$ cat src/link_clk_pkg.sv
/*
 shared types and register map for the link clock/reset sequencer
 imported by wildcard in the module headers that need it
*/
package link_clk_pkg;

   //##############################
   // sequencer states
   //##############################

   // encoding is also the STATUS state field
   typedef enum logic [2:0]
   {
      RESET_ALL  = 3'd0,  // everything held in reset
      START_PLL  = 3'd1,  // plls out of reset, waiting for cclk lock
      STOP_PLL   = 3'd2,  // quiet time, plls back in reset
      START_CHIP = 3'd3,  // chip reset released, plls still held
      HOLD_LOCK  = 3'd4,  // plls running, wait for both locks
      ACTIVE     = 3'd5   // link logic released
   } seq_state_t;

   //##############################
   // register port types
   //##############################

   typedef logic [1:0] reg_addr_t;   // host register address
   typedef logic [7:0] reg_data_t;   // host register data
   typedef logic [7:0] act_count_t;  // link activation count

   // register map
   localparam reg_addr_t ADDR_CTRL   = 2'd0;
   localparam reg_addr_t ADDR_STATUS = 2'd1;
   localparam reg_addr_t ADDR_COUNT  = 2'd2;

   // CTRL bits
   localparam int CTRL_LINK_EN    = 0;  // read/write
   localparam int CTRL_SOFT_RESET = 1;  // write one, self clearing

   // STATUS bits, state sits in [2:0]
   localparam int STAT_CCLK_LOCK = 3;
   localparam int STAT_LCLK_LOCK = 4;

endpackage

$ cat src/seq_ctrl_if.sv
/*
 control and status between the register block and the sequencer
 regs side drives enable and soft reset, seq side drives state and activate
*/
`timescale 1ns/1ps

interface seq_ctrl_if import link_clk_pkg::*; ();

   logic       link_en;     // link enable, level
   logic       soft_reset;  // one cycle restart request
   seq_state_t state;       // current sequencer state
   logic       activate;    // one cycle pulse on entry to ACTIVE

   // register block side
   modport regs
   (
      output link_en,
      output soft_reset,
      input  state,
      input  activate
   );

   // sequencer side
   modport seq
   (
      input  link_en,
      input  soft_reset,
      output state,
      output activate
   );

endinterface

$ cat src/lock_sync.sv
/*
 brings the two asynchronous pll lock inputs into sys_clk
 two flop sync, then lock only counts after LOCK_FILTER steady high cycles
*/
`timescale 1ns/1ps

module lock_sync #(
   parameter int unsigned LOCK_FILTER = 8  // steady high cycles before lock counts
) (
   input  logic sys_clk,
   input  logic reset_in,
   input  logic cclk_locked_raw,  // async from core clock pll
   input  logic lclk_locked_raw,  // async from link clock pll
   output logic cclk_lock,
   output logic lclk_lock
);

   localparam int unsigned CNT_W = $clog2(LOCK_FILTER + 1);
   localparam logic [CNT_W-1:0] CNT_MAX = CNT_W'(LOCK_FILTER);

   logic [1:0]       raw_lock;          // [0] cclk, [1] lclk
   logic [1:0]       meta_q;            // first sync stage
   logic [1:0]       sync_q;            // second sync stage
   logic [CNT_W-1:0] high_cnt [0:1];    // consecutive high cycles

   assign raw_lock = {lclk_locked_raw, cclk_locked_raw};

   //##############################
   // synchronizer
   //##############################

   always_ff @(posedge sys_clk)
   begin
      if (reset_in)
      begin
         meta_q <= '0;
         sync_q <= '0;
      end
      else
      begin
         meta_q <= raw_lock;
         sync_q <= meta_q;
      end
   end

   //##############################
   // chatter filter
   //##############################

   // saturating run length of synchronized high, cleared by any low
   always_ff @(posedge sys_clk)
   begin
      for (int i = 0; i < 2; i++)
      begin
         if (reset_in || !sync_q[i])
            high_cnt[i] <= '0;
         else if (high_cnt[i] != CNT_MAX)
            high_cnt[i] <= high_cnt[i] + 1'b1;  // still counting up
      end
   end

   // drop is immediate, rise waits for the full run
   assign cclk_lock = sync_q[0] && (high_cnt[0] == CNT_MAX);
   assign lclk_lock = sync_q[1] && (high_cnt[1] == CNT_MAX);

endmodule

$ cat src/reset_sequencer.sv
/*
 bring-up sequencer for the chip link, steps only on the heartbeat tick
 drives pll reset, chip reset (active low) and link reset from its state
*/
`timescale 1ns/1ps

module reset_sequencer import link_clk_pkg::*; #(
   parameter int unsigned HB_WIDTH = 4  // tick every 2**HB_WIDTH cycles
) (
   input  logic   sys_clk,
   input  logic   reset_in,
   seq_ctrl_if.seq ctrl,
   input  logic   cclk_lock,    // filtered core clock lock
   input  logic   lclk_lock,    // filtered link clock lock
   output logic   pll_reset,    // to both plls
   output logic   chip_resetb,  // to the chip, low is reset
   output logic   link_reset    // to the link logic
);

   logic [HB_WIDTH-1:0] hb_cnt;      // free running
   logic                hb_tick;     // one cycle per wrap
   logic                seq_reset;   // any source of restart
   logic                both_lock;
   logic                activate_q;
   seq_state_t          state;
   seq_state_t          state_next;

   //##############################
   // heartbeat
   //##############################

   // only the hard reset touches the heartbeat
   always_ff @(posedge sys_clk)
   begin
      if (reset_in)
      begin
         hb_cnt  <= '0;
         hb_tick <= 1'b0;
      end
      else
      begin
         hb_cnt  <= hb_cnt + 1'b1;
         hb_tick <= &hb_cnt;  // high for one cycle after the all-ones count
      end
   end

   //##############################
   // state machine
   //##############################

   assign seq_reset = reset_in || !ctrl.link_en || ctrl.soft_reset;
   assign both_lock = cclk_lock && lclk_lock;

   always_comb
   begin
      state_next = state;  // hold between ticks
      if (hb_tick)
      begin
         case (state)
            RESET_ALL:
               state_next = START_PLL;
            START_PLL:
               if (cclk_lock)
                  state_next = STOP_PLL;  // core pll is good, go quiet
            STOP_PLL:
               state_next = START_CHIP;
            START_CHIP:
               state_next = HOLD_LOCK;
            HOLD_LOCK:
               if (both_lock)
                  state_next = ACTIVE;
            ACTIVE:
               if (!both_lock)
                  state_next = RESET_ALL;  // lost lock, start over
            default:
               state_next = RESET_ALL;
         endcase
      end
   end

   // restart wins over the heartbeat
   always_ff @(posedge sys_clk)
   begin
      if (seq_reset)
      begin
         state      <= RESET_ALL;
         activate_q <= 1'b0;
      end
      else
      begin
         state      <= state_next;
         activate_q <= (state_next == ACTIVE) && (state != ACTIVE);  // entry only
      end
   end

   assign ctrl.state    = state;
   assign ctrl.activate = activate_q;

   //##############################
   // reset decode
   //##############################

   // plls held in reset during the quiet time around the chip reset edge
   assign pll_reset   = state inside {RESET_ALL, STOP_PLL, START_CHIP};
   assign chip_resetb = state inside {START_CHIP, HOLD_LOCK, ACTIVE};
   assign link_reset  = (state != ACTIVE);

endmodule

$ cat src/link_cfg_regs.sv
/*
 host register block with valid/ready request and response channels
 holds link enable, issues soft reset, reports state, locks and activations
*/
`timescale 1ns/1ps

module link_cfg_regs import link_clk_pkg::*; (
   input  logic      sys_clk,
   input  logic      reset_in,
   seq_ctrl_if.regs  ctrl,
   input  logic      cclk_lock,
   input  logic      lclk_lock,
   // request channel
   input  logic      req_valid,
   output logic      req_ready,
   input  logic      req_write,
   input  reg_addr_t req_addr,
   input  reg_data_t req_wdata,
   // response channel
   output logic      rsp_valid,
   input  logic      rsp_ready,
   output reg_data_t rsp_rdata
);

   logic       accept;      // request handshake this cycle
   logic       wr_ctrl;     // accepted write to CTRL
   logic       link_en_q;
   logic       soft_reset_q;
   reg_data_t  rd_data;     // read mux output
   act_count_t act_count;

   // one outstanding request, blocked while a response waits
   assign req_ready = !rsp_valid;
   assign accept    = req_valid && req_ready;
   assign wr_ctrl   = accept && req_write && (req_addr == ADDR_CTRL);

   //##############################
   // read mux
   //##############################

   always_comb
   begin
      rd_data = '0;  // unknown address reads zero
      case (req_addr)
         ADDR_CTRL:
            rd_data[CTRL_LINK_EN] = link_en_q;  // soft reset reads as zero
         ADDR_STATUS:
         begin
            rd_data[2:0]            = ctrl.state;
            rd_data[STAT_CCLK_LOCK] = cclk_lock;
            rd_data[STAT_LCLK_LOCK] = lclk_lock;
         end
         ADDR_COUNT:
            rd_data = act_count;
         default:
            rd_data = '0;
      endcase
   end

   //##############################
   // control and response
   //##############################

   always_ff @(posedge sys_clk)
   begin
      if (reset_in)
      begin
         link_en_q    <= 1'b0;
         soft_reset_q <= 1'b0;
         rsp_valid    <= 1'b0;
      end
      else
      begin
         if (wr_ctrl)
            link_en_q <= req_wdata[CTRL_LINK_EN];
         soft_reset_q <= wr_ctrl && req_wdata[CTRL_SOFT_RESET];  // single cycle pulse
         if (accept)
            rsp_valid <= 1'b1;
         else if (rsp_ready)
            rsp_valid <= 1'b0;  // response taken
      end
   end

   // data captured at acceptance, held while the response waits
   always_ff @(posedge sys_clk)
   begin
      if (accept)
         rsp_rdata <= req_write ? '0 : rd_data;
   end

   // activation count, saturates at all ones
   always_ff @(posedge sys_clk)
   begin
      if (reset_in)
         act_count <= '0;
      else if (ctrl.activate && (act_count != '1))
         act_count <= act_count + 1'b1;
   end

   assign ctrl.link_en    = link_en_q;
   assign ctrl.soft_reset = soft_reset_q;

endmodule

$ cat src/link_clk_top.sv
/*
 link clock/reset sequencer top, plain ports for host and pll locks
 ties lock filter, sequencer and register block together
*/
`timescale 1ns/1ps

module link_clk_top import link_clk_pkg::*; #(
   parameter int unsigned HB_WIDTH    = 4,  // heartbeat counter width
   parameter int unsigned LOCK_FILTER = 8   // lock filter length in cycles
) (
   input  logic      sys_clk,
   input  logic      reset_in,
   input  logic      cclk_locked_raw,  // async pll lock
   input  logic      lclk_locked_raw,  // async pll lock
   // host register port
   input  logic      req_valid,
   output logic      req_ready,
   input  logic      req_write,
   input  reg_addr_t req_addr,
   input  reg_data_t req_wdata,
   output logic      rsp_valid,
   input  logic      rsp_ready,
   output reg_data_t rsp_rdata,
   // reset outputs
   output logic      pll_reset,
   output logic      chip_resetb,
   output logic      link_reset
);

   logic cclk_lock;  // filtered, sys_clk domain
   logic lclk_lock;

   seq_ctrl_if ctrl_if ();

   lock_sync #(
      .LOCK_FILTER     (LOCK_FILTER)
   ) u_lock_sync (
      .sys_clk         (sys_clk),
      .reset_in        (reset_in),
      .cclk_locked_raw (cclk_locked_raw),
      .lclk_locked_raw (lclk_locked_raw),
      .cclk_lock       (cclk_lock),
      .lclk_lock       (lclk_lock)
   );

   reset_sequencer #(
      .HB_WIDTH    (HB_WIDTH)
   ) u_reset_sequencer (
      .sys_clk     (sys_clk),
      .reset_in    (reset_in),
      .ctrl        (ctrl_if.seq),
      .cclk_lock   (cclk_lock),
      .lclk_lock   (lclk_lock),
      .pll_reset   (pll_reset),
      .chip_resetb (chip_resetb),
      .link_reset  (link_reset)
   );

   link_cfg_regs u_link_cfg_regs (
      .sys_clk   (sys_clk),
      .reset_in  (reset_in),
      .ctrl      (ctrl_if.regs),
      .cclk_lock (cclk_lock),
      .lclk_lock (lclk_lock),
      .req_valid (req_valid),
      .req_ready (req_ready),
      .req_write (req_write),
      .req_addr  (req_addr),
      .req_wdata (req_wdata),
      .rsp_valid (rsp_valid),
      .rsp_ready (rsp_ready),
      .rsp_rdata (rsp_rdata)
   );

endmodule

$ cat config.mk
export PLATFORM = sky130hd
export DESIGN_NAME = link_clk_top
export DESIGN_NICKNAME = d
export VERILOG_FILES = /design/src/link_clk_pkg.sv /design/src/seq_ctrl_if.sv /design/src/lock_sync.sv /design/src/reset_sequencer.sv /design/src/link_cfg_regs.sv /design/src/link_clk_top.sv
export SDC_FILE = /design/constraint.sdc
export NUM_CORES = 1
export LEC_CHECK = 0
export BUFFER_PORTS_ARGS = -buffer_cell sky130_fd_sc_hd__buf_2
export CAP_MARGIN = 20
export CORE_MARGIN = 2
export CORE_UTILIZATION = 50
export CTS_CLUSTER_DIAMETER = 100
export DETAILED_ROUTE_END_ITERATION = 8
export PLACE_DENSITY_LB_ADDON = 0.25
export SYNTH_ARGS = -nofsm -noshare
export SYNTH_HDL_FRONTEND = slang
export SYNTH_HIERARCHICAL = 1
export SYNTH_SLANG_ARGS = --single-unit
$ cat constraint.sdc
create_clock -name sys_clk -period 1.57 [get_ports sys_clk]
set_clock_uncertainty 0.1 [all_clocks]
set_input_delay 0.314 -clock sys_clk [delete_from_list [all_inputs] [get_ports sys_clk]]
set_output_delay 0.314 -clock sys_clk [all_outputs]
set_load 0.01 [all_outputs]
# After elaboration in Yosys (flattened, before gate mapping)
# Memory sizes are Yosys's and may differ from the RTL's.
# Index checks and enable logic that the tools add are counted.
word_totals:
  mem_count: 1
  register_bits: 32
  out_inout_bits: 13
  ram_bits: 8
op_classes:
  muxes: 21
  bitwise_logic: 3
  n_eq_ne: 14
  n_reduce_logical: 24
  n_addsub: 4
memory_table:
  columns: ["name", "depth", "word_bits", "rd", "rd_ports_with_merged_regs", "write_ports", "line_no", "source"]
  rows:
  - ["u_lock_sync.high_cnt", 2, 4, 2, 0, 2, "lock_sync.sv:24", "logic [CNT_W-1:0] high_cnt [0:1];"]
ops:
  columns: ["op", "n"]
  rows:
  - ["case mux 3 bit (6 select lines)", 1]
  - ["adder 4 x 1 -> 4 bit (second input constant)", 3]
  - ["2-to-1 mux 1 bit", 12]
  - ["2-to-1 mux 3 bit", 4]
  - ["== test 3 bit (second input constant)", 3]
  - ["logical AND 1 bit", 9]
  - ["adder 8 x 1 -> 8 bit (second input constant)", 1]
  - ["== test 4 bit (second input constant)", 2]
  - ["2-to-1 mux 4 bit", 2]
  - ["!= test 4 bit (second input constant)", 2]
  - ["!= test 8 bit (second input constant)", 1]
  - ["case mux 4 bit (2 select lines)", 1]
  - ["== test 3 x 2 -> 1 bit (second input constant)", 2]
  - ["nonzero test 3 bit", 2]
  - ["zero test 1 bit", 4]
  - ["logical OR 1 bit", 4]
  - ["AND reduction 4 bit", 1]
  - ["== test 3 x 1 -> 1 bit (second input constant)", 1]
  - ["zero test 3 bit", 1]
  - ["!= test 3 bit (second input constant)", 1]
  - ["case mux 1 bit (3 select lines)", 1]
  - ["== test 2 x 1 -> 1 bit (second input constant)", 1]
  - ["== test 2 bit (second input constant)", 1]
  - ["zero test 2 bit", 1]
  - ["other kinds (4)", 5]

# Depth between registers and ports, before layout
# Gate-level depths: netlist of the first run.
depth:
  depth_word: 8
  depth_mapped: 7

# Hierarchy
# The synthesis of the first run kept the hierarchy.
by_module_without_submodules:
  columns: ["module", "seq_area_each_um2", "area_each_um2", "instances", "cells_each"]
  rows:
  - ["link_cfg_regs", 460.4, 947.2, 1, 87]
  - ["lock_sync", 320.3, 563.0, 1, 48]
  - ["reset_sequencer", 180.2, 436.7, 1, 47]

# Worst setup path after synthesis of the first run
# OpenSTA, ideal clock, no wires.
synth_path:
  path_kind: "reg-to-reg"
  start: "mem u_lock_sync/high_cnt[0][0] in the netlist's numbering"
  end: "reg u_reset_sequencer.state[2], in the netlist u_reset_sequencer/ctrl.state[2]"
  required_ns: 1.396
  arrival_time_ns: 1.405
  n_path_buf: 0
  stages_incl_launch_ff: 8
  path_slack_ns: -0.010
  cell_sequence: "edfxtp_1 > inv_1 > ha_1 > and3b_1 > and2_2 > nand2_1 > a211o_1 > a31oi_1"
synth_lines:
  columns: ["item", "line_no", "source"]
  rows:
  - ["start: declaration", "lock_sync.sv:24", null]
  - ["end signal: assignment", "reset_sequencer.sv:91", "state <= state_next;"]
  - ["end: declaration", "reset_sequencer.sv:25", "seq_state_t state;"]

==> results.py, run 1 <==
metrics = {
    "cells_and_area": {
        "seqCellArea_sq_um": 966,
        "final_common_cell": "buf_2",
        "antenna_cells": 0,
        "area_delta_synth_final_pct": 21.7,
        "fill_cells": 310,
        "fin_area_sq_mm": 0.00237,
        "nets": 253,
        "drive_above_1_share_pct": 33.9,
        "multi_input_area_sq_um": 955,
        "final_cell_mix": "buf_2 (23), dfxtp_1 (22), buf_4 (20)",
        "fin_util_pct": 63.7,
    },
    "job": {
        "cap_violations": 0,
    },
    "critical_path": {
        "critPathKind": "reg2reg",
        "cp.arrival_ns": 1.66,
        "crit_path_max_fanout": 3,
        "start_kind": "flip-flop",
        "cp_data_required_time_ns": 1.64,
        "critical_path.endpoint_type": "flip-flop",
    },
    "min_path": {
        "worstHoldPathType": "in2reg",
    },
    "power_and_ir_drop": {
        "p_per_area_mw_per_mm2": 783,
        "ir_drop_mv": 0.605,
        "p_leak_nw": 0.920,
        "power_frac_clock_pct": 33.9,
        "swShare_pct": 21.1,
        "internal_power_mw": 1.46,
        "pwr-share-seq_pct": 60.0,
        "switchingPower_uw": 391,
        "total_power_mw": 1.85,
        "comb_power_share_pct": 6.1,
    },
    "synthesis": {
        "ys_ff_latch": 40,
        "synth_fp_nets": 209,
        "synth_largest_area_cell": "dfxtp_1",
        "synth_top_area_share_pct": 24.7,
        "synth_cell_type_count": 50,
        "synthCells": 182,
        "synth_warnings": 6,
        "ys_seq_area_share_pct": 49.4,
        "synth_edf_count": 16,
        "synthArstFlopShare_pct": 0,
        "synth_top_flop_cell": "dfxtp_1",
        "syn_avg_cell_area_sq_um": 10.7,
        "syn_area_sq_mm": 0.00195,
        "yosys-top-cells-area": "dfxtp_1 (25%), edfxtp_1 (25%), ha_1 (6.4%), nor2_1 (4.0%), nor2b_1 (2.9%)",
    },
    "grt": {
        "overflow": 0,
        "grtUsageTotal_pct": 18.4,
        "use_met2_pct": 29.1,
        "grt_pass1_wl_um": 6110,
        "antenna_found_initial": 0,
        "grt_max_degree": 16,
        "top_usage_layer": "met2",
        "grt_pass1_vias": 1422,
        "grt.met1_usage_pct": 23.4,
        "grt_util_met3_pct": 4.43,
    },
    "floorplan": {
        "core_area_sq_mm": 0.00372,
        "num_rows": 22,
        "io-pin-count": 30,
        "die_w_um": 66.4,
        "initial_core_util_pct": 52.4,
        "die_y_um": 66.4,
        "die_area_sq_mm": 0.00441,
    },
    "timing": {
        "finalHoldViolCount": 0,
        "min_period_ns": 1.59,
        "period_share_pct": 101,
        "fin_setup_tns_ns": -0.0193,
        "layout_setup_ws_ns": -0.0193,
        "setup_viol": 1,
        "rsz0062_at_grt": "yes",
        "maxSlewHeadroom_pct": 78.8,
        "fmax_mhz": 629,
        "slew_violations": 0,
        "worst_pin_slew_ns": 0.318,
    },
    "clock_network": {
        "cts.hold.buffers_added": 0,
        "cts_sinks": 40,
        "cts_buffers": 5,
        "clk_root_buffer_cell": "clkbuf_8",
        "clk_pin_slew_ns": 0.07,
        "clk_latency_ns": 0.28,
        "htree_levels": 2,
        "cts_buffer_depth": 2,
        "cts_tree": "yes",
    },
    "status": {
        "status": "complete, but fails checks",
        "violations": "setup timing",
    },
    "detailed_routing": {
        "via_count": 1451,
        "drcViolationCount": 0,
        "firstDrtPassIters": 4,
        "ant_nets": 0,
        "drt-initial-drc-count": 94,
        "routedWlPerCell_um": 12.8,
        "via_per_inst": 5.28,
        "wl_um": 3530,
    },
    "place": {
        "gp_congestion": 0.796,
        "placed_area_sq_mm": 0.00220,
        "dp_slack_ns": -0.0804,
        "dp_hpwl_um": 2640,
        "portBuffers": 23,
    },
}
critical path: stages, from the launching register on:
cell	delay [ns]
edfxtp_1	0.35
inv_1	0.05
ha_2	0.15
and3b_1	0.19
and2_4	0.15
buf_4	0.13
buf_4	0.13
a31oi_1	0.18
a211oi_2	0.04
registers in the layout, indices dropped and copies added (netlist names):
register	count
u_lock_sync/sync_q	2
u_link_cfg_regs/rsp_rdata	8
u_link_cfg_regs/ctrl.soft_reset	1
u_reset_sequencer/hb_cnt	4
u_lock_sync/meta_q	2
u_reset_sequencer/hb_tick	1
u_link_cfg_regs/act_count	8
u_lock_sync/high_cnt	8
u_reset_sequencer/ctrl.activate	1
u_link_cfg_regs/rsp_valid	1
u_link_cfg_regs/ctrl.link_en	1
u_reset_sequencer/ctrl.state	3
timing repair:
item | CTS | global route
buffers inserted | 5 | 0
resized for setup | 6 | 11
pin swaps | 7 | 5
cloned | 0 | 0
setup endpoints to repair | 5 | 14
through the flow:
| step | hold slack (ns) | instances |
|---|---|---|
| 6_report | 0.116 | 275 |
| 3_3_place_gp | 0.325 | 262 |
| 2_1_floorplan | 0.281 | 182 |
| 4_1_cts | 0.105 | 275 |
| 5_1_grt | 0.121 | 275 |
| 3_5_place_dp | 0.329 | 262 |
power by group through the flow:
stage	clock network, mW	registers (mW)	logic, mW
final	0.629	1.11	0.114
after global routing	0.710	1.11	0.127
after CTS	0.659	1.11	0.113
after detailed placement	0	1.14	0.111
after global placement	0	1.14	0.106
after floorplan	0	1.14	0.0479
final cells by class:
type,instances,share of cell area [%]
flip-flops and latches,40,40.8
multi-input cells,125,40.3
repair buffers,43,11.2
clock buffers,7,3.22
well taps,48,2.54
inverters,11,1.74
clock inverters,1,0.211
cells in the mapped netlist, types with 2 or more instances:
cell type / number
inv_1: 10
and2_2: 2
dfxtp_1: 24
a21boi_0: 2
nand3_1: 6
nor3_1: 2
and2_1: 3
and3b_1: 2
nor3b_1: 2
ha_1: 10
a211oi_1: 3
nand4_1: 5
or3b_4: 3
a22oi_1: 4
and4_1: 2
nand3b_1: 2
clkbuf_1: 2
nor2_1: 21
nand4b_1: 2
o21ai_0: 3
xor2_1: 3
edfxtp_1: 16
a21oi_1: 6
a31oi_1: 3
mux2i_1: 2
nand2b_1: 4
nand2_1: 4
xnor2_1: 3
mux2_4: 2
nor2b_1: 9
worst paths after layout:
check,startpoint,end,slack [ns],cells past startpoint
max reg2reg,u_lock_sync/high_cnt[0][0]$_SDFFCE_PN0P_,u_reset_sequencer/ctrl.state[0]$_SDFF_PP0_,-0.02,8
max,u_lock_sync/high_cnt[0][0]$_SDFFCE_PN0P_,u_reset_sequencer/ctrl.state[0]$_SDFF_PP0_,-0.02,8
min reg2reg,u_lock_sync/meta_q[0]$_SDFF_PP0_,u_lock_sync/sync_q[0]$_SDFF_PP0_,0.34,1
min,rsp_ready,u_link_cfg_regs/rsp_valid$_SDFFE_PP0P_,0.12,2
cell families (layout without fill, tap and decap cells):
logic type	after synthesis	after routing	synth area share (%)
simple gates	76	76	24.1
buf+inv	17	62	3.98
xor+xnor	6	6	2.70
mux	4	4	2.57
fa+ha+maj	10	10	6.43
flops	40	40	49.4
compound gates	29	29	10.9
metal layers:
metal	wire length (um)	vias up
li1	-	734
met1	1590	665
met2	1650	47
met3	250	5
met4	37	0
met5	0	-
No activity file was read; power rests on OpenSTA's default activity.
==> run 2, diff against run 1 <==
- REMOVE_ABC_BUFFERS: not set -> 1
==> run 2 against run 1 <==
  * The flow still finishes with violations (setup timing)
  * Fmax decreased by 2.5%
  * Worst setup slack got worse by 0.040 ns
  * Clock power increased by 1%
  * Core utilization decreased by 0.77 points
  * Non-clock buffer count decreased by 2
  * Via count increased by 1.8%
  * Register-to-register slack got worse by 0.04 ns
  * Critical path depth decreased by 2
  * Final area decreased by 1.2%
  * Final cell count decreased by 0.73%
  * First-iteration DRC count decreased by 22%
  * Sequential power about the same
==> results.py, run 2 (synthesized netlist as in run 1, its figures left out) <==
metrics = {
    "timing": {
        "worst_pin_slew_ns": 0.297,
        "fin_setup_tns_ns": -0.238,
        "finalHoldViolCount": 0,
        "rsz0062_at_grt": "yes",
        "fin_hold_ws_ns": 0.119,
        "layout_setup_ws_ns": -0.0594,
        "min_period_ns": 1.63,
        "setup_viol": 6,
        "slew_violations": 0,
        "period_share_pct": 104,
        "fmax_mhz": 614,
        "maxSlewHeadroom_pct": 80.2,
    },
    "floorplan": {
        "core_area_sq_mm": 0.00372,
        "die_w_um": 66.4,
        "io-pin-count": 30,
        "initial_core_util_pct": 52.4,
        "die_y_um": 66.4,
        "die_area_sq_mm": 0.00441,
        "num_rows": 22,
    },
    "detailed_routing": {
        "firstDrtPassIters": 4,
        "wl_um": 3490,
        "via_per_inst": 5.41,
        "via_count": 1477,
        "drt-initial-drc-count": 73,
        "drcViolationCount": 0,
        "routedWlPerCell_um": 12.8,
        "ant_nets": 0,
    },
    "critical_path": {
        "crit_path_max_fanout": 4,
        "worstSetupPathDepth": 6,
        "cpLargestDelayFamily": "simple AND/OR/NAND/NOR gates",
        "path_buf_inv": 2,
        "critical_path.cell_chain": "inv_1 -> ha_2 -> and3b_2 -> buf_4 -> or3b_4 -> nor2_1",
        "cp.arrival_ns": 1.68,
        "rrSetupSlack_ns": -0.06,
        "slowest_stage": "or3b_4",
        "reg2reg_depth": 6,
        "critical_path.endpoint_type": "flip-flop",
        "critPathKind": "reg2reg",
        "start_kind": "flip-flop",
        "cp_data_required_time_ns": 1.62,
        "max_stage_delay_ns": 0.40,
    },
    "grt": {
        "antenna_found_initial": 0,
        "grt_max_degree": 15,
        "grt_pass1_wl_um": 5950,
        "grt_pass1_vias": 1388,
        "overflow": 0,
        "grtUsageTotal_pct": 17.5,
    },
    "min_path": {
        "worstHoldPathType": "in2reg",
        "holdPathStages": 2,
    },
    "power_and_ir_drop": {
        "total_power_mw": 1.86,
        "p_leak_nw": 0.904,
        "p_per_area_mw_per_mm2": 795,
        "ir_drop_mv": 0.468,
    },
    "job": {
        "cap_violations": 0,
    },
    "clock_network": {
        "clk_latency_ns": 0.28,
        "cts_buffers": 5,
        "htree_levels": 2,
        "cts_tree": "yes",
        "cts_buffer_depth": 2,
        "cts.hold.buffers_added": 0,
        "clk_pin_slew_ns": 0.07,
        "clk_root_buffer_cell": "clkbuf_8",
        "cts_sinks": 40,
    },
    "place": {
        "dp_slack_ns": -0.0890,
        "portBuffers": 23,
        "dp_hpwl_um": 2610,
        "gp_congestion": 0.803,
        "placed_area_sq_mm": 0.00220,
    },
    "status": {
        "status": "complete, but fails checks",
        "violations": "setup timing",
    },
    "cells_and_area": {
        "seqCellArea_sq_um": 965,
        "top_regs": "u_link_cfg_regs/act_count (8), u_link_cfg_regs/rsp_rdata (8), u_lock_sync/high_cnt (8)",
        "antenna_cells": 0,
        "fin_area_sq_mm": 0.00234,
        "final_cell_mix": "buf_2 (23), dfxtp_1 (23), buf_4 (17)",
        "nets": 251,
        "drive_above_1_share_pct": 32.9,
        "fill_cells": 315,
        "multi_input_area_sq_um": 936,
        "area_delta_synth_final_pct": 20.2,
    },
}
run 2: worst reg2reg max path, cell delays in order (launching register included):
cell      delay, ns
edfxtp_1       0.35
inv_1          0.05
ha_2           0.17
and3b_2        0.20
buf_4          0.13
or3b_4         0.40
nor2_1         0.10
run 2: report_power, final:
part	internal, mW	switching [mW]
registers	1.10	0.0124
logic	0.0504	0.0597
clock network	0.308	0.331
total	1.46	0.403
run 2: repair_timing:
item	4_1_cts	5_1_grt
pin swaps	2	9
setup endpoints to repair	8	15
buffers inserted	1	2
gates resized for setup	4	13
run 2: area by class of cell:
| cell class | count | share of cell area [%] |
|---|---|---|
| clock buffers | 6 | 3.10 |
| clock inverters | 2 | 0.481 |
| inverters | 11 | 1.76 |
| multi-input cells | 125 | 40.0 |
| flip-flops and latches | 40 | 41.2 |
| well taps | 48 | 2.57 |
| repair buffers | 41 | 10.9 |
run 2: worst paths after layout:
kind / from / end
max: u_lock_sync/high_cnt[0][0]$_SDFFCE_PN0P_ / u_lock_sync/high_cnt[0][3]$_SDFFCE_PN0P_
min: rsp_ready / u_link_cfg_regs/rsp_valid$_SDFFE_PP0P_
max reg2reg: u_lock_sync/high_cnt[0][0]$_SDFFCE_PN0P_ / u_lock_sync/high_cnt[0][3]$_SDFFCE_PN0P_
min reg2reg: u_lock_sync/meta_q[1]$_SDFF_PP0_ / u_lock_sync/sync_q[1]$_SDFF_PP0_
run 2: through the flow:
step                      std cells  utilization [%]
final                           273             63.0
after global placement          262             59.2
after CTS                       271             61.8
after floorplan                 176                -
after global routing            273             63.0
after detailed placement        262             59.2
run 2: routing by layer:
layer  vias to the layer above  wire, um  track usage (%)
li1                        735         -                -
met1                       702      1620             21.4
met2                        38      1690             30.4
met3                         2       159             4.09
met4                         0        13             5.61
met5                         -         0                0
==> run 3, diff against run 2 <==
- CORE_UTILIZATION: 50 -> 53
- CTS_BUF_LIST: not set -> sky130_fd_sc_hd__clkbuf_2
==> run 3 against run 2 <==
  * The flow still finishes with violations (setup timing)
  * Non-clock buffer count increased by 3
  * Core utilization grew 1.7 points
  * Sequential share of layout area increased by 0.37 points
  * Count of clock-buffer cells in the layout shrank 1
  * Largest power group unchanged
==> results.py, run 3 (synthesized netlist as in run 1, its figures left out) <==
metrics = {
    "power_and_ir_drop": {
        "p_per_area_mw_per_mm2": 701,
        "p_leak_nw": 0.910,
        "total_power_mw": 1.64,
        "ir_drop_mv": 0.417,
    },
    "cells_and_area": {
        "top_regs": "u_link_cfg_regs/act_count (8), u_link_cfg_regs/rsp_rdata (8), u_lock_sync/high_cnt (8)",
        "antenna_cells": 0,
        "final_common_cell": "buf_2",
        "area_delta_synth_final_pct": 19.7,
        "nets": 254,
        "drive_above_1_share_pct": 33.8,
        "fin_area_sq_mm": 0.00233,
        "seqCellArea_sq_um": 970,
        "multi_input_area_sq_um": 941,
        "fill_cells": 293,
        "final_cell_mix": "buf_2 (23), dfxtp_1 (21), buf_4 (18)",
    },
    "clock_network": {
        "htree_levels": 2,
        "cts_buffer_depth": 2,
        "clk_latency_ns": 0.39,
        "cts_buffers": 5,
        "clk_pin_slew_ns": 0.17,
        "cts_sinks": 40,
        "clk_root_buffer_cell": "clkbuf_2",
        "cts_tree": "yes",
    },
    "critical_path": {
        "crit_path_max_fanout": 5,
        "rrSetupSlack_ns": -0.03,
        "start_kind": "flip-flop",
        "reg2reg_depth": 7,
        "cp_data_required_time_ns": 1.79,
        "critical_path.endpoint_type": "flip-flop",
        "reg2reg_to": "u_reset_sequencer/ctrl.state[2]$_SDFF_PP0_",
        "cp.arrival_ns": 1.83,
        "reg2reg_from": "u_lock_sync/high_cnt[1][0]$_SDFFCE_PN0P_",
        "critPathKind": "reg2reg",
    },
    "timing": {
        "rsz0062_at_grt": "yes",
        "layout_setup_ws_ns": -0.0321,
        "period_share_pct": 102,
        "slew_violations": 0,
        "fmax_mhz": 624,
        "maxSlewHeadroom_pct": 77.5,
        "finalHoldViolCount": 0,
        "setup_viol": 4,
        "worst_pin_slew_ns": 0.337,
        "min_period_ns": 1.60,
    },
    "floorplan": {
        "initial_core_util_pct": 54.0,
        "num_rows": 22,
        "die_area_sq_mm": 0.00417,
        "die_y_um": 64.6,
        "core_area_sq_mm": 0.00361,
        "io-pin-count": 30,
        "die_w_um": 64.6,
    },
    "min_path": {
        "worstHoldPathType": "in2reg",
        "holdPathStages": 3,
        "min_to": "u_link_cfg_regs/ctrl.link_en$_SDFFE_PP0P_",
        "worst_hold_startpoint": "req_wdata[0]",
    },
    "grt": {
        "grt_pass1_wl_um": 6380,
        "grtUsageTotal_pct": 20.1,
        "overflow": 0,
        "grt_pass1_vias": 1421,
        "grt_max_degree": 13,
        "antenna_found_initial": 0,
    },
    "detailed_routing": {
        "wl_met1_um": 1580,
        "drt-initial-drc-count": 73,
        "firstDrtPassIters": 4,
        "via_count": 1485,
        "via_per_inst": 5.38,
        "routedWlPerCell_um": 13.4,
        "wl_um": 3690,
        "routed.top_layer": "met4",
        "ant_nets": 0,
        "met3WireLength_um": 184,
        "drcViolationCount": 0,
        "dr_wl_met2_um": 1860,
    },
    "status": {
        "violations": "setup timing",
        "status": "complete, but fails checks",
    },
    "place": {
        "dp_slack_ns": -0.0762,
        "placed_area_sq_mm": 0.00221,
        "gp_congestion": 0.813,
        "dp_hpwl_um": 2800,
        "portBuffers": 23,
    },
    "job": {
        "cap_violations": 0,
    },
}
-- run 3: cell count changes in the layout (fill, tap and decap cells not counted), moves of 2 or more --
cell,previous run,this run
clkbuf_2,0,5
clkbuf_8,5,0
dlygate4sd3_1,0,3
clkinv_2,0,2
dfxtp_1,23,21
-- run 3: cell type report --
type / instances / share of cell area (%)
multi-input combinational: 125 / 40.4
inverter: 11 / 1.77
timing repair buffer: 44 / 12.0
sequential: 40 / 41.6
clock inverter: 3 / 0.590
clock buffer: 5 / 1.07
tap: 48 / 2.58
-- run 3: metrics by stage --
stage          instances  utilization [%]  hold slack (ns)  setup TNS, ns
3_3_place_gp         264             61.4            0.319        -0.0313
6_report             276             64.6           0.0435        -0.0745
3_5_place_dp         264             61.4            0.337         -0.151
4_1_cts              274             63.6          0.00713         -0.215
2_1_floorplan        176                -            0.281       -0.00956
5_1_grt              276             64.6           0.0208          -1.17
-- run 3: worst max path at each step --
stage	start	to	slack (ns)	cells past startpoint
final	u_lock_sync/high_cnt[1][0]$_SDFFCE_PN0P_	u_reset_sequencer/ctrl.state[2]$_SDFF_PP0_	-0.03	7
after global routing	u_lock_sync/high_cnt[0][0]$_SDFFCE_PN0P_	u_reset_sequencer/ctrl.state[0]$_SDFF_PP0_	-0.13	7
after CTS	u_lock_sync/high_cnt[0][0]$_SDFFCE_PN0P_	u_reset_sequencer/ctrl.state[2]$_SDFF_PP0_	-0.05	7
after detailed placement	u_lock_sync/high_cnt[0][0]$_SDFFCE_PN0P_	u_reset_sequencer/ctrl.state[2]$_SDFF_PP0_	-0.08	7
after global placement	u_lock_sync/high_cnt[0][0]$_SDFFCE_PN0P_	u_reset_sequencer/ctrl.state[2]$_SDFF_PP0_	-0.03	7
after floorplan	u_lock_sync/high_cnt[0][0]$_SDFFCE_PN0P_	u_reset_sequencer/ctrl.state[2]$_SDFF_PP0_	-0.01	7
-- run 3: critical path: stages, from the launching register on --
cell	delay (ns)
edfxtp_1	0.42
inv_1	0.08
ha_2	0.15
and3b_2	0.20
and2_4	0.18
nand2_2	0.05
a211o_1	0.24
a31oi_1	0.12
-- run 3: routing by layer --
layer  track usage [%]  vias to the layer above
met5                 0                        -
met3              6.08                        7
li1                  -                      743
met2              35.3                       39
met1              22.9                      696
met4              7.71                        0
-- run 3: timing repair --
action,CTS,global route
setup buffers,0,1
endpoints found under the setup margin,9,17
pin swaps,7,5
resized for setup,12,7
hold buffers,2,1
endpoints found under the hold margin,2,1
-- run 3: power breakdown --
group / total (mW) / internal (mW) / switching (mW)
registers: 1.11 / 1.10 / 0.0134
clock network: 0.406 / 0.0997 / 0.306
logic: 0.118 / 0.0565 / 0.0610
total: 1.64 / 1.25 / 0.381
